File: src/spi_params.svh
// Build-time sizes shared by the SPI master and its testbench
// Only an 8-bit transfer is supported, other byte widths are rejected by assertions
// SPI_SLV_W must be wide enough to index SPI_NUM_SLAVES chip selects
`ifndef SPI_PARAMS_SVH
`define SPI_PARAMS_SVH

// Chip-select lines and the index that picks one
`define SPI_NUM_SLAVES 4
`define SPI_SLV_W      2

// Half-period divisor and the ct2 / t2c delay fields
`define SPI_DIV_W      8
`define SPI_DLY_W      8

// Transfer width and the bit counter that spans it
`define SPI_BYTE_W     8
`define SPI_BCNT_W     4

`endif

File: src/spi_pkg.sv
// Types for the SPI master ports and controller
// Field widths come from spi_params.svh
`include "spi_params.svh"

package spi_pkg;

  // --------------------------------------------------
  // Per-transfer command
  // --------------------------------------------------
  typedef struct packed {
    logic [`SPI_SLV_W-1:0]  slave;    // Chip select index
    logic                   quad;     // 1 = four lanes, 0 = lane 0 only
    logic [`SPI_BYTE_W-1:0] tx_byte;  // Sent LSB first
  } spi_cmd_t;

  // --------------------------------------------------
  // Per-transfer timing, all in pclk cycles
  // --------------------------------------------------
  typedef struct packed {
    logic [`SPI_DIV_W-1:0] half_div;  // sclk half period, 0 acts as 1
    logic [`SPI_DLY_W-1:0] ct2_dly;   // cs low to first clock
    logic [`SPI_DLY_W-1:0] t2c_dly;   // last clock to cs high
  } spi_cfg_t;

  // One bit per data lane, used for mosi, miso and output enables
  typedef struct packed {
    logic lane3;
    logic lane2;
    logic lane1;
    logic lane0;
  } spi_lanes_t;

  // Controller sequence
  typedef enum logic [2:0] {
    ST_IDLE,
    ST_LEAD,
    ST_SHIFT,
    ST_TAIL,
    ST_FINISH
  } spi_state_t;

endpackage

File: src/spi_sclk_gen.sv
// sclk divider for CPOL 0 only with sclk idling low
// rise and fall are high in the pclk cycle that ends with the sclk edge
// half_div must be nonzero as the controller maps 0 to 1
`timescale 1ns/100ps
`include "spi_params.svh"

module spi_sclk_gen (
  input  logic                  pclk,
  input  logic                  reset,
  input  logic                  clk_en,
  input  logic [`SPI_DIV_W-1:0] half_div,
  output logic                  sclk,
  output logic                  rise,
  output logic                  fall
);

  // Counts pclk cycles inside one sclk half period
  logic [`SPI_DIV_W-1:0] half_cnt;
  logic                  half_end;

  // --------------------------------------------------
  // Edge events
  // --------------------------------------------------
  // Last pclk of the current half period
  assign half_end = clk_en && (half_cnt == half_div - 1'b1);

  // Direction taken from the level being left
  assign rise = half_end && !sclk;
  assign fall = half_end && sclk;

  // --------------------------------------------------
  // Divider and sclk register
  // --------------------------------------------------
  always_ff @(posedge pclk) begin
    if (reset) begin
      half_cnt <= '0;
      sclk     <= 1'b0;
    end else if (!clk_en) begin
      // Park low and restart the count for the next transfer
      half_cnt <= '0;
      sclk     <= 1'b0;
    end else if (half_end) begin
      half_cnt <= '0;
      sclk     <= ~sclk;
    end else begin
      half_cnt <= half_cnt + 1'b1;
    end
  end

  // --------------------------------------------------
  // Checks
  // --------------------------------------------------
  // Divisor of 0 would wrap the half period count
  a_div_nonzero: assert property (
    @(posedge pclk) disable iff (reset)
    clk_en |-> (half_div != '0)
  );

  // Controller drops clk_en only on the final falling edge
  a_sclk_parked: assert property (
    @(posedge pclk) disable iff (reset)
    !clk_en |-> !sclk
  );

endmodule

File: src/spi_shift_engine.sv
// Transmit and receive shifters for single and quad lane transfers
// LSB first, CPOL 0 / CPHA 0, fixed 8-bit transfer
// mosi moves on the falling sclk edge and miso is taken on the rising edge
`timescale 1ns/100ps
`include "spi_params.svh"

module spi_shift_engine (
  input  logic                   pclk,
  input  logic                   reset,
  input  logic                   load,
  input  logic                   quad,
  input  logic [`SPI_BYTE_W-1:0] tx_byte,
  input  logic                   shifting,
  input  logic                   rise,
  input  logic                   fall,
  input  spi_pkg::spi_lanes_t    miso,
  output spi_pkg::spi_lanes_t    mosi,
  output spi_pkg::spi_lanes_t    mosi_oe,
  output logic [`SPI_BYTE_W-1:0] rx_byte,
  output logic                   last_fall
);

  logic [`SPI_BYTE_W-1:0] tx_sh;
  logic [`SPI_BYTE_W-1:0] rx_sh;
  logic [`SPI_BCNT_W-1:0] bit_cnt;
  logic [`SPI_BCNT_W-1:0] step;
  logic                   quad_q;
  logic [3:0]             miso_nib;

  // Bits moved per sclk cycle
  assign step = quad_q ? `SPI_BCNT_W'(4) : `SPI_BCNT_W'(1);

  // Lane 3 is the high bit of the nibble
  assign miso_nib = {miso.lane3, miso.lane2, miso.lane1, miso.lane0};

  // --------------------------------------------------
  // Lane drive
  // --------------------------------------------------
  // Low bits of the shifter sit on the lanes
  always_comb begin
    mosi       = '0;
    mosi.lane0 = tx_sh[0];
    if (quad_q) begin
      mosi.lane1 = tx_sh[1];
      mosi.lane2 = tx_sh[2];
      mosi.lane3 = tx_sh[3];
    end
  end

  // Lane 0 always, upper lanes only in quad mode
  always_comb begin
    mosi_oe = '0;
    if (shifting) begin
      mosi_oe.lane0 = 1'b1;
      mosi_oe.lane1 = quad_q;
      mosi_oe.lane2 = quad_q;
      mosi_oe.lane3 = quad_q;
    end
  end

  // --------------------------------------------------
  // Mode and bit count
  // --------------------------------------------------
  always_ff @(posedge pclk) begin
    if (reset) begin
      bit_cnt <= '0;
      quad_q  <= 1'b0;
    end else if (load) begin
      bit_cnt <= '0;
      quad_q  <= quad;
    end else if (shifting && rise) begin
      // Counted after each sample
      bit_cnt <= bit_cnt + step;
    end
  end

  // --------------------------------------------------
  // Shift registers
  // --------------------------------------------------
  always_ff @(posedge pclk) begin
    // Next bit or nibble on each falling edge
    if (load) begin
      tx_sh <= tx_byte;
    end else if (shifting && fall) begin
      tx_sh <= quad_q ? (tx_sh >> 4) : (tx_sh >> 1);
    end
    // Fill from the top so the first bit lands in bit 0
    if (shifting && rise) begin
      rx_sh <= quad_q ? {miso_nib, rx_sh[`SPI_BYTE_W-1:4]}
                      : {miso.lane0, rx_sh[`SPI_BYTE_W-1:1]};
    end
  end

  assign rx_byte = rx_sh;

  // Falling edge after the last sample closes the byte
  assign last_fall = shifting && fall && (bit_cnt == `SPI_BCNT_W'(`SPI_BYTE_W));

  // --------------------------------------------------
  // Checks
  // --------------------------------------------------
  // Clock gen runs only inside the controller's active window
  a_rise_in_window: assert property (
    @(posedge pclk) disable iff (reset)
    rise |-> shifting
  );

  // Controller stops the clock on last_fall, so no overrun
  a_bit_cnt_range: assert property (
    @(posedge pclk) disable iff (reset)
    (`SPI_BYTE_W == 8) && (bit_cnt <= `SPI_BCNT_W'(`SPI_BYTE_W))
  );

endmodule

File: src/spi_master_ctrl.sv
// Transfer sequencer for the SPI master
// A start while busy is dropped and cmd and cfg are taken only when idle
// cs rises t2c_dly + 1 cycles after the final sclk fall and done follows one cycle later
`timescale 1ns/100ps
`include "spi_params.svh"

module spi_master_ctrl (
  input  logic                       pclk,
  input  logic                       reset,
  input  logic                       start,
  input  spi_pkg::spi_cmd_t          cmd,
  input  spi_pkg::spi_cfg_t          cfg,
  input  logic                       last_fall,
  output logic [`SPI_NUM_SLAVES-1:0] cs,
  output logic                       clk_en,
  output logic [`SPI_DIV_W-1:0]      half_div,
  output logic                       load,
  output logic                       quad,
  output logic [`SPI_BYTE_W-1:0]     tx_byte,
  output logic                       shifting,
  output logic                       busy,
  output logic                       done
);

  spi_pkg::spi_state_t   state;
  spi_pkg::spi_cfg_t     cfg_q;
  logic [`SPI_DLY_W-1:0] dly_cnt;
  logic                  accept;

  assign accept = start && (state == spi_pkg::ST_IDLE);

  // Engine latches the byte and mode on the accept cycle
  assign load    = accept;
  assign quad    = cmd.quad;
  assign tx_byte = cmd.tx_byte;

  // --------------------------------------------------
  // Status and clock control
  // --------------------------------------------------
  assign busy     = (state != spi_pkg::ST_IDLE);
  assign clk_en   = (state == spi_pkg::ST_SHIFT);
  // Lanes stay driven from cs low through the tail
  assign shifting = (state == spi_pkg::ST_LEAD) || (state == spi_pkg::ST_SHIFT) ||
                    (state == spi_pkg::ST_TAIL);
  assign half_div = cfg_q.half_div;

  // Timing captured at accept with divisor 0 run as 1
  always_ff @(posedge pclk) begin
    if (accept) begin
      cfg_q.half_div <= (cfg.half_div == '0) ? `SPI_DIV_W'(1) : cfg.half_div;
      cfg_q.ct2_dly  <= cfg.ct2_dly;
      cfg_q.t2c_dly  <= cfg.t2c_dly;
    end
  end

  // --------------------------------------------------
  // FSM
  // --------------------------------------------------
  always_ff @(posedge pclk) begin
    if (reset) begin
      state   <= spi_pkg::ST_IDLE;
      cs      <= '1;
      dly_cnt <= '0;
      done    <= 1'b0;
    end else begin
      // Pulse in the cycle busy drops
      done <= (state == spi_pkg::ST_FINISH);
      case (state)
        spi_pkg::ST_IDLE: begin
          if (accept) begin
            // One-cold select
            cs      <= ~(`SPI_NUM_SLAVES'(1) << cmd.slave);
            dly_cnt <= '0;
            // Zero lead delay starts the clock with cs
            state   <= (cfg.ct2_dly == '0) ? spi_pkg::ST_SHIFT : spi_pkg::ST_LEAD;
          end
        end
        spi_pkg::ST_LEAD: begin
          // ct2_dly cycles of cs low before clk_en
          if (dly_cnt == cfg_q.ct2_dly - 1'b1) begin
            state <= spi_pkg::ST_SHIFT;
          end else begin
            dly_cnt <= dly_cnt + 1'b1;
          end
        end
        spi_pkg::ST_SHIFT: begin
          if (last_fall) begin
            dly_cnt <= '0;
            state   <= spi_pkg::ST_TAIL;
          end
        end
        spi_pkg::ST_TAIL: begin
          // t2c_dly + 1 cycles counted from the first low sclk cycle
          if (dly_cnt == cfg_q.t2c_dly) begin
            cs    <= '1;
            state <= spi_pkg::ST_FINISH;
          end else begin
            dly_cnt <= dly_cnt + 1'b1;
          end
        end
        spi_pkg::ST_FINISH: state <= spi_pkg::ST_IDLE;
        default:            state <= spi_pkg::ST_IDLE;
      endcase
    end
  end

  // --------------------------------------------------
  // Checks
  // --------------------------------------------------
  // Exactly one select low while the lanes are live
  a_cs_onecold: assert property (
    @(posedge pclk) disable iff (reset)
    shifting |-> $onehot(~cs)
  );

  a_cs_idle_high: assert property (
    @(posedge pclk) disable iff (reset)
    !busy |-> (&cs)
  );

  a_done_pulse: assert property (
    @(posedge pclk) disable iff (reset)
    done |=> !done
  );

endmodule

File: src/spi_master_top.sv
// SPI master top, CPOL 0 / CPHA 0, one 8-bit transfer per start pulse
// Single lane uses mosi0/miso0, quad mode uses all four lanes
// rx_data holds from done until the next accepted start
`timescale 1ns/100ps
`include "spi_params.svh"

module spi_master_top (
  input  logic                       pclk,
  input  logic                       reset,
  input  logic                       start,
  input  spi_pkg::spi_cmd_t          cmd,
  input  spi_pkg::spi_cfg_t          cfg,
  input  spi_pkg::spi_lanes_t        miso,
  output logic                       busy,
  output logic                       done,
  output logic [`SPI_BYTE_W-1:0]     rx_data,
  output logic [`SPI_NUM_SLAVES-1:0] cs,
  output logic                       sclk,
  output spi_pkg::spi_lanes_t        mosi,
  output spi_pkg::spi_lanes_t        mosi_oe
);

  // --------------------------------------------------
  // Internal links
  // --------------------------------------------------
  // Controller to clock gen
  logic                   clk_en;
  logic [`SPI_DIV_W-1:0]  half_div;
  // Controller to shift engine
  logic                   load;
  logic                   quad;
  logic [`SPI_BYTE_W-1:0] tx_byte;
  logic                   shifting;
  logic                   last_fall;
  // Clock gen edge events
  logic                   rise;
  logic                   fall;

  spi_master_ctrl u_ctrl (
    .pclk      (pclk),
    .reset     (reset),
    .start     (start),
    .cmd       (cmd),
    .cfg       (cfg),
    .last_fall (last_fall),
    .cs        (cs),
    .clk_en    (clk_en),
    .half_div  (half_div),
    .load      (load),
    .quad      (quad),
    .tx_byte   (tx_byte),
    .shifting  (shifting),
    .busy      (busy),
    .done      (done)
  );

  spi_sclk_gen u_sclk_gen (
    .pclk     (pclk),
    .reset    (reset),
    .clk_en   (clk_en),
    .half_div (half_div),
    .sclk     (sclk),
    .rise     (rise),
    .fall     (fall)
  );

  spi_shift_engine u_shift (
    .pclk      (pclk),
    .reset     (reset),
    .load      (load),
    .quad      (quad),
    .tx_byte   (tx_byte),
    .shifting  (shifting),
    .rise      (rise),
    .fall      (fall),
    .miso      (miso),
    .mosi      (mosi),
    .mosi_oe   (mosi_oe),
    .rx_byte   (rx_data),
    .last_fall (last_fall)
  );

endmodule

File: config.mk
export PLATFORM = sky130hd
export DESIGN_NAME = spi_master_top
export DESIGN_NICKNAME = d
export VERILOG_FILES = /design/src/spi_pkg.sv /design/src/spi_sclk_gen.sv /design/src/spi_shift_engine.sv /design/src/spi_master_ctrl.sv /design/src/spi_master_top.sv
export VERILOG_INCLUDE_DIRS = /design/src
export SDC_FILE = /design/constraint.sdc
export NUM_CORES = 1
export LEC_CHECK = 0
export ABC_CLOCK_PERIOD_IN_PS = 5430
export BUFFER_PORTS_ARGS = -buffer_cell sky130_fd_sc_hd__buf_4
export CAP_MARGIN = 20
export CORE_ASPECT_RATIO = 1.2
export CORE_MARGIN = 2
export CORE_UTILIZATION = 35
export DETAILED_ROUTE_END_ITERATION = 8
export SETUP_SLACK_MARGIN = 0.2
export SLEW_MARGIN = 20
export SYNTH_ARGS = -nofsm -noshare
export SYNTH_HDL_FRONTEND = slang
export SYNTH_SLANG_ARGS = --single-unit
File: constraint.sdc
create_clock -name pclk -period 5.43 [get_ports pclk]
set_clock_uncertainty 0.2 [all_clocks]
set_input_delay 1.086 -clock pclk [delete_from_list [all_inputs] [get_ports pclk]]
set_output_delay 1.086 -clock pclk [all_outputs]
set_load 0.05 [all_outputs]
# Word-level counts from Yosys, hierarchy flattened
# Cells that the tools add are included.
# W data, S select, Z words.
# totals
reg_bits,70
latchBits,0
mem_bits_rw,0
romBits,0
inputBits,42
output_inout_bits,23
wordCells,80
mem_count,0
# classes
add_sub_neg,5
multipliers,0
div,0
n_lt_le_gt_ge,0
n_eq_ne,14
shift,1
muxes,21
bitwise,3
reduce_logical,23
# ops
operator,count
$mux W8,7
$pmux W8 S4,1
$eq A8 B8 Y1,3
$mux W3,6
$add A8 B1 Y8 const B,2
$logic_not A8 Y1,2
$sub A8 B1 Y8 const B,2
$mux W4,3
$ne A2 B2 Y1 const B,6
$pmux W3 S4,1
$pmux W4 S2,1
$logic_and A1 B1 Y1,7
$mux W7,1
$eq A3 B2 Y1 const B,2
$reduce_and A5 Y1,1
$add A4 B4 Y4,1
$eq A4 B4 Y1 const B,1
$not A4 Y4,1
$reduce_and A4 Y1,1
$reduce_bool A2 Y1,2
$reduce_bool A4 Y1,1
$reduce_or A2 Y1,2
$shl A1 B2 Y4 const A,1
$eq A3 B1 Y1 const B,1
other kinds (9),11

# Longest topological paths before layout
# depth
word_depth,8
ltp_mapped,11
ltp_nobuf,9

# Modules after synthesis
# From an unflattened synthesis, not the netlist that was laid out.
# unflattened
cells_unflattened,381
hier_area_um2,3903.7
# by_module_without_submodules
module,instances,cells_each,area_each_um2
spi_master_ctrl,1,219,2203.4
spi_shift_engine,1,80,1027.2
spi_sclk_gen,1,82,673.1

# Worst setup path before layout
# OpenSTA, ideal clock, no wires.
# synth_path
path_kind,register to output
from,register u_shift.quad_q
to,output port mosi_oe[2] (netlist name)
arrival_time_ns,2.307
setup_slack_ns,1.837
stages_incl_launch_ff,5
path_buffers,2
cell_sequence,dfxtp_1 -> clkbuf_1 -> inv_1 -> nor3_1 -> buf_4
# synth_rtl
item,line_no,rtl
start: declaration,spi_shift_engine.sv:27,logic quad_q;
start signal: assignment,spi_shift_engine.sv:70,quad_q <= quad;
end: declaration,spi_master_top.sv:20,output spi_pkg::spi_lanes_t mosi_oe

# Final worst setup path
# layout_path
from,"register, netlist name u_ctrl.half_div[0]"
to,register u_shift.bit_cnt[2]
# layout_via
elab_chain_cells,5
# layout_rtl
item,line_no,rtl
$sub A8 B1 Y8,spi_sclk_gen.sv:25,assign half_end = clk_en && (half_cnt == half_div - 1'b1);
$eq A8 B8 Y1,spi_sclk_gen.sv:25,
$logic_and A1 B1 Y1,spi_sclk_gen.sv:25,
$logic_and A1 B1 Y1,spi_sclk_gen.sv:28,assign rise = half_end && !sclk;
$logic_and A1 B1 Y1,spi_shift_engine.sv:71,end else if (shifting && rise) begin
end signal: assignment,spi_shift_engine.sv:73,bit_cnt <= bit_cnt + step;
end: declaration,spi_shift_engine.sv:25,logic [`SPI_BCNT_W-1:0] bit_cnt;
# No other way between the ends.
# A chain may end at the register's enable or synchronous reset.

==> reports/metrics.yaml <==
status:
  status: "complete, no violations"
global_routing:
  grt-ovfl-total: 0
  antenna_found_initial: 0
  grtUsageMet2_pct: 22.9
  grt_pass1_vias: 2750
  use_met3_pct: 4.13
  busiest_layer: "met2"
  grt_use_total_pct: 14.1
  met1_usage_pct: 17.6
  grt_first_pass_wirelength_um: 12800
  grt_max_degree: 28
setup_path:
  crit_fanout: 13
  cp-start-kind: "flip-flop"
  critical_path.startpoint: "u_ctrl.half_div[0]$_SDFFCE_PN1P_"
  cp.arrival_ns: 3.70
  cp.required_ns: 5.43
  path_class: "flip-flop to flip-flop"
  cp-end-kind: "flip-flop"
  timing.rr.start: "u_ctrl.half_div[0]$_SDFFCE_PN1P_"
  worstRegToRegCells: 9
  reg2reg_to: "u_shift.bit_cnt[2]$_SDFFE_PP0P_"
  rrSetupSlack_ns: 1.73
timing:
  worstMarginPinSlew_ns: 1.03
  finalSetupViolCount: 0
  fin_crit_ns: 3.70
  fin_ws_ns: 1.73
  hold_viol: 0
  slew_headroom_pct: 31.5
  maxSlewViolCount: 0
  fin_setup_tns_ns: 0
  fin_crit_sh_pct: 68.2
  fmax_mhz: 270
  fin_hold_ws_ns: 0.294
  rsz0062_at_grt: "no"
cts:
  postCtsSetupBuffers: 0
  clock-sinks: 70
  cts_hold_buf: 0
  clk_latency_ns: 0.33
  cts_buffer_depth: 2
  cts_tree: "yes"
  cts-resized-gates: 0
  h-tree-depth: 3
  clkTransAtPathRegs_ns: 0.06
  cts-root-buf: "clkbuf_16"
  cts_buffers: 9
synthesis:
  netlist_area_um2: 3670
  yosys_warnings: 0
  synth_edf_count: 40
  ys_ff_latch: 70
  ys.flop_type: "edfxtp_1"
  netlist_instances: 370
  syn_nets: 419
  async_flop_share_pct: 0
  yosysSeqAreaShare_pct: 49.1
  synth.avg_cell_area_um2: 9.92
  synth.distinct_cells: 56
routing:
  vias: 2819
  ant_nets: 0
  avgRoutedWirePerCell_um: 13.9
  drt-pass1-iter-count: 4
  routed_via_density: 5.13
  drcViolationCount: 0
  drtIter0Drc: 141
  totalWireLength_um: 7660
die:
  die_w_um: 97.5
  die_h_um: 116
  initial_core_util_pct: 36.3
  coreArea_um2: 10100
  num_io_pins: 65
  dieArea_um2: 11300
  num_rows: 40
cells_and_area:
  syn2layout_area_growth_pct: 23.3
  layout_commonest_cell: "buf_4"
  fin_nets: 467
  final_layout_size_suffix_gt1_share_pct: 22.5
  layout_common_cells: "buf_4 (65), edfxtp_1 (40), nand2_1 (38)"
  fin_cells: 549
  finish.utilization_pct: 44.8
  diodes: 0
hold_path:
  hold_start: "u_ctrl.cs[2]$_SDFFE_PP1P_"
  hold_path.class: "flip-flop to flip-flop"
  worstHoldPathCells: 2
  whs_endpoint: "u_ctrl.cs[2]$_SDFFE_PP1P_"
place:
  dpl.hpwl_um: 5650
  gp_congestion: 0.864
  io_buffers: 64
  post-place-cells: 533
  place_ws_ns: 1.73
power:
  peakVddDrop_v: 0.000184
  p_per_area_nw_per_um2: 335
  leakagePower_uw: 0.00170
flow_run:
  maxCapViolCount: 0
critical path, stage by stage, from the launching register on:
cell and delay (ns):
edfxtp_1 0.45, inv_1 0.07, ha_1 0.29, nor2b_1 0.16
or3_1 0.34, a31o_2 0.24, a211oi_2 0.45, nor2b_1 0.88
nor2_1 0.09, a2111oi_0 0.41
registers in the layout (all words and copies together) (netlist names):
| signal | cells |
|---|---|
| u_ctrl.cfg_q | 16 |
| u_ctrl.dly_cnt | 8 |
| u_ctrl.half_div | 8 |
| u_sclk_gen.half_cnt | 8 |
| u_shift.rx_byte | 8 |
| u_shift.tx_sh | 8 |
| u_ctrl.cs | 4 |
| u_shift.bit_cnt | 4 |
| u_ctrl.state | 3 |
| u_ctrl.done | 1 |
| u_sclk_gen.sclk | 1 |
| u_shift.quad_q | 1 |
power breakdown:
group          total (uW)  internal (uW)  switching [uW]
Combinational         222           91.1             131
Clock                 646            435             211
Sequential            647            609            38.2
kinds of logic after synthesis:
logic type / share of synthesized area (%)
AO/OA/AOI/OAI: 12.1
XOR/XNOR: 7.63
adder cells (fa/ha/maj): 2.39
buffers and inverters: 5.04
flip-flops: 49.1
multiplexers: 4.36
AND/OR/NAND/NOR: 19.4
synth_stat cells, types with 7 or more instances:
library cell | count | area share [%]
edfxtp_1 | 40 | 33
clkbuf_1 | 21 | 2.1
nand2_1 | 38 | 3.9
nor3_1 | 16 | 2.2
xnor2_1 | 21 | 5.0
o21ai_0 | 15 | 2.0
nor2_1 | 25 | 2.6
dfxtp_1 | 30 | 16
nand3_1 | 10 | 1.4
xor2_1 | 11 | 2.6
inv_1 | 15 | 1.5
mux2i_1 | 7 | 1.9
ha_1 | 7 | 2.4
mux2_2 | 8 | 2.5
a21oi_1 | 8 | 1.1
cell type report:
type / instances / area, um^2
inverter: 15 / 56.3
clock inverter: 2 / 33.8
tap: 126 / 158
sequential: 70 / 1800
fill: 963 / 5580
timing repair buffer: 65 / 488
clock buffer: 14 / 307
multi-input combinational: 257 / 1680
how the worst max path moves through the flow:
stage | endpoint | slack [ns] | depth (start not counted)
after global placement | u_shift.bit_cnt[2]$_SDFFE_PP0P_ | 1.97 | 9
after global routing | u_shift.bit_cnt[2]$_SDFFE_PP0P_ | 1.45 | 7
after floorplan | mosi_oe[2] | 1.84 | 4
final | u_shift.bit_cnt[2]$_SDFFE_PP0P_ | 1.73 | 9
after CTS | u_shift.bit_cnt[2]$_SDFFE_PP0P_ | 1.70 | 9
after detailed placement | u_shift.bit_cnt[2]$_SDFFE_PP0P_ | 1.73 | 9
through the flow:
stage	total power (uW)	area, um^2
after floorplan	811	3670
after global placement	877	4190
after detailed placement	882	4190
after CTS	1530	4530
after global routing	1580	4530
final	1520	4530
layer usage:
layer | routed length (um) | part of all wire, %
met5 | 0 | 0
met4 | 139 | 1.8
met3 | 514 | 6.7
met2 | 3430 | 45
met1 | 3570 | 47
Power figures use the tool's default switching activity.
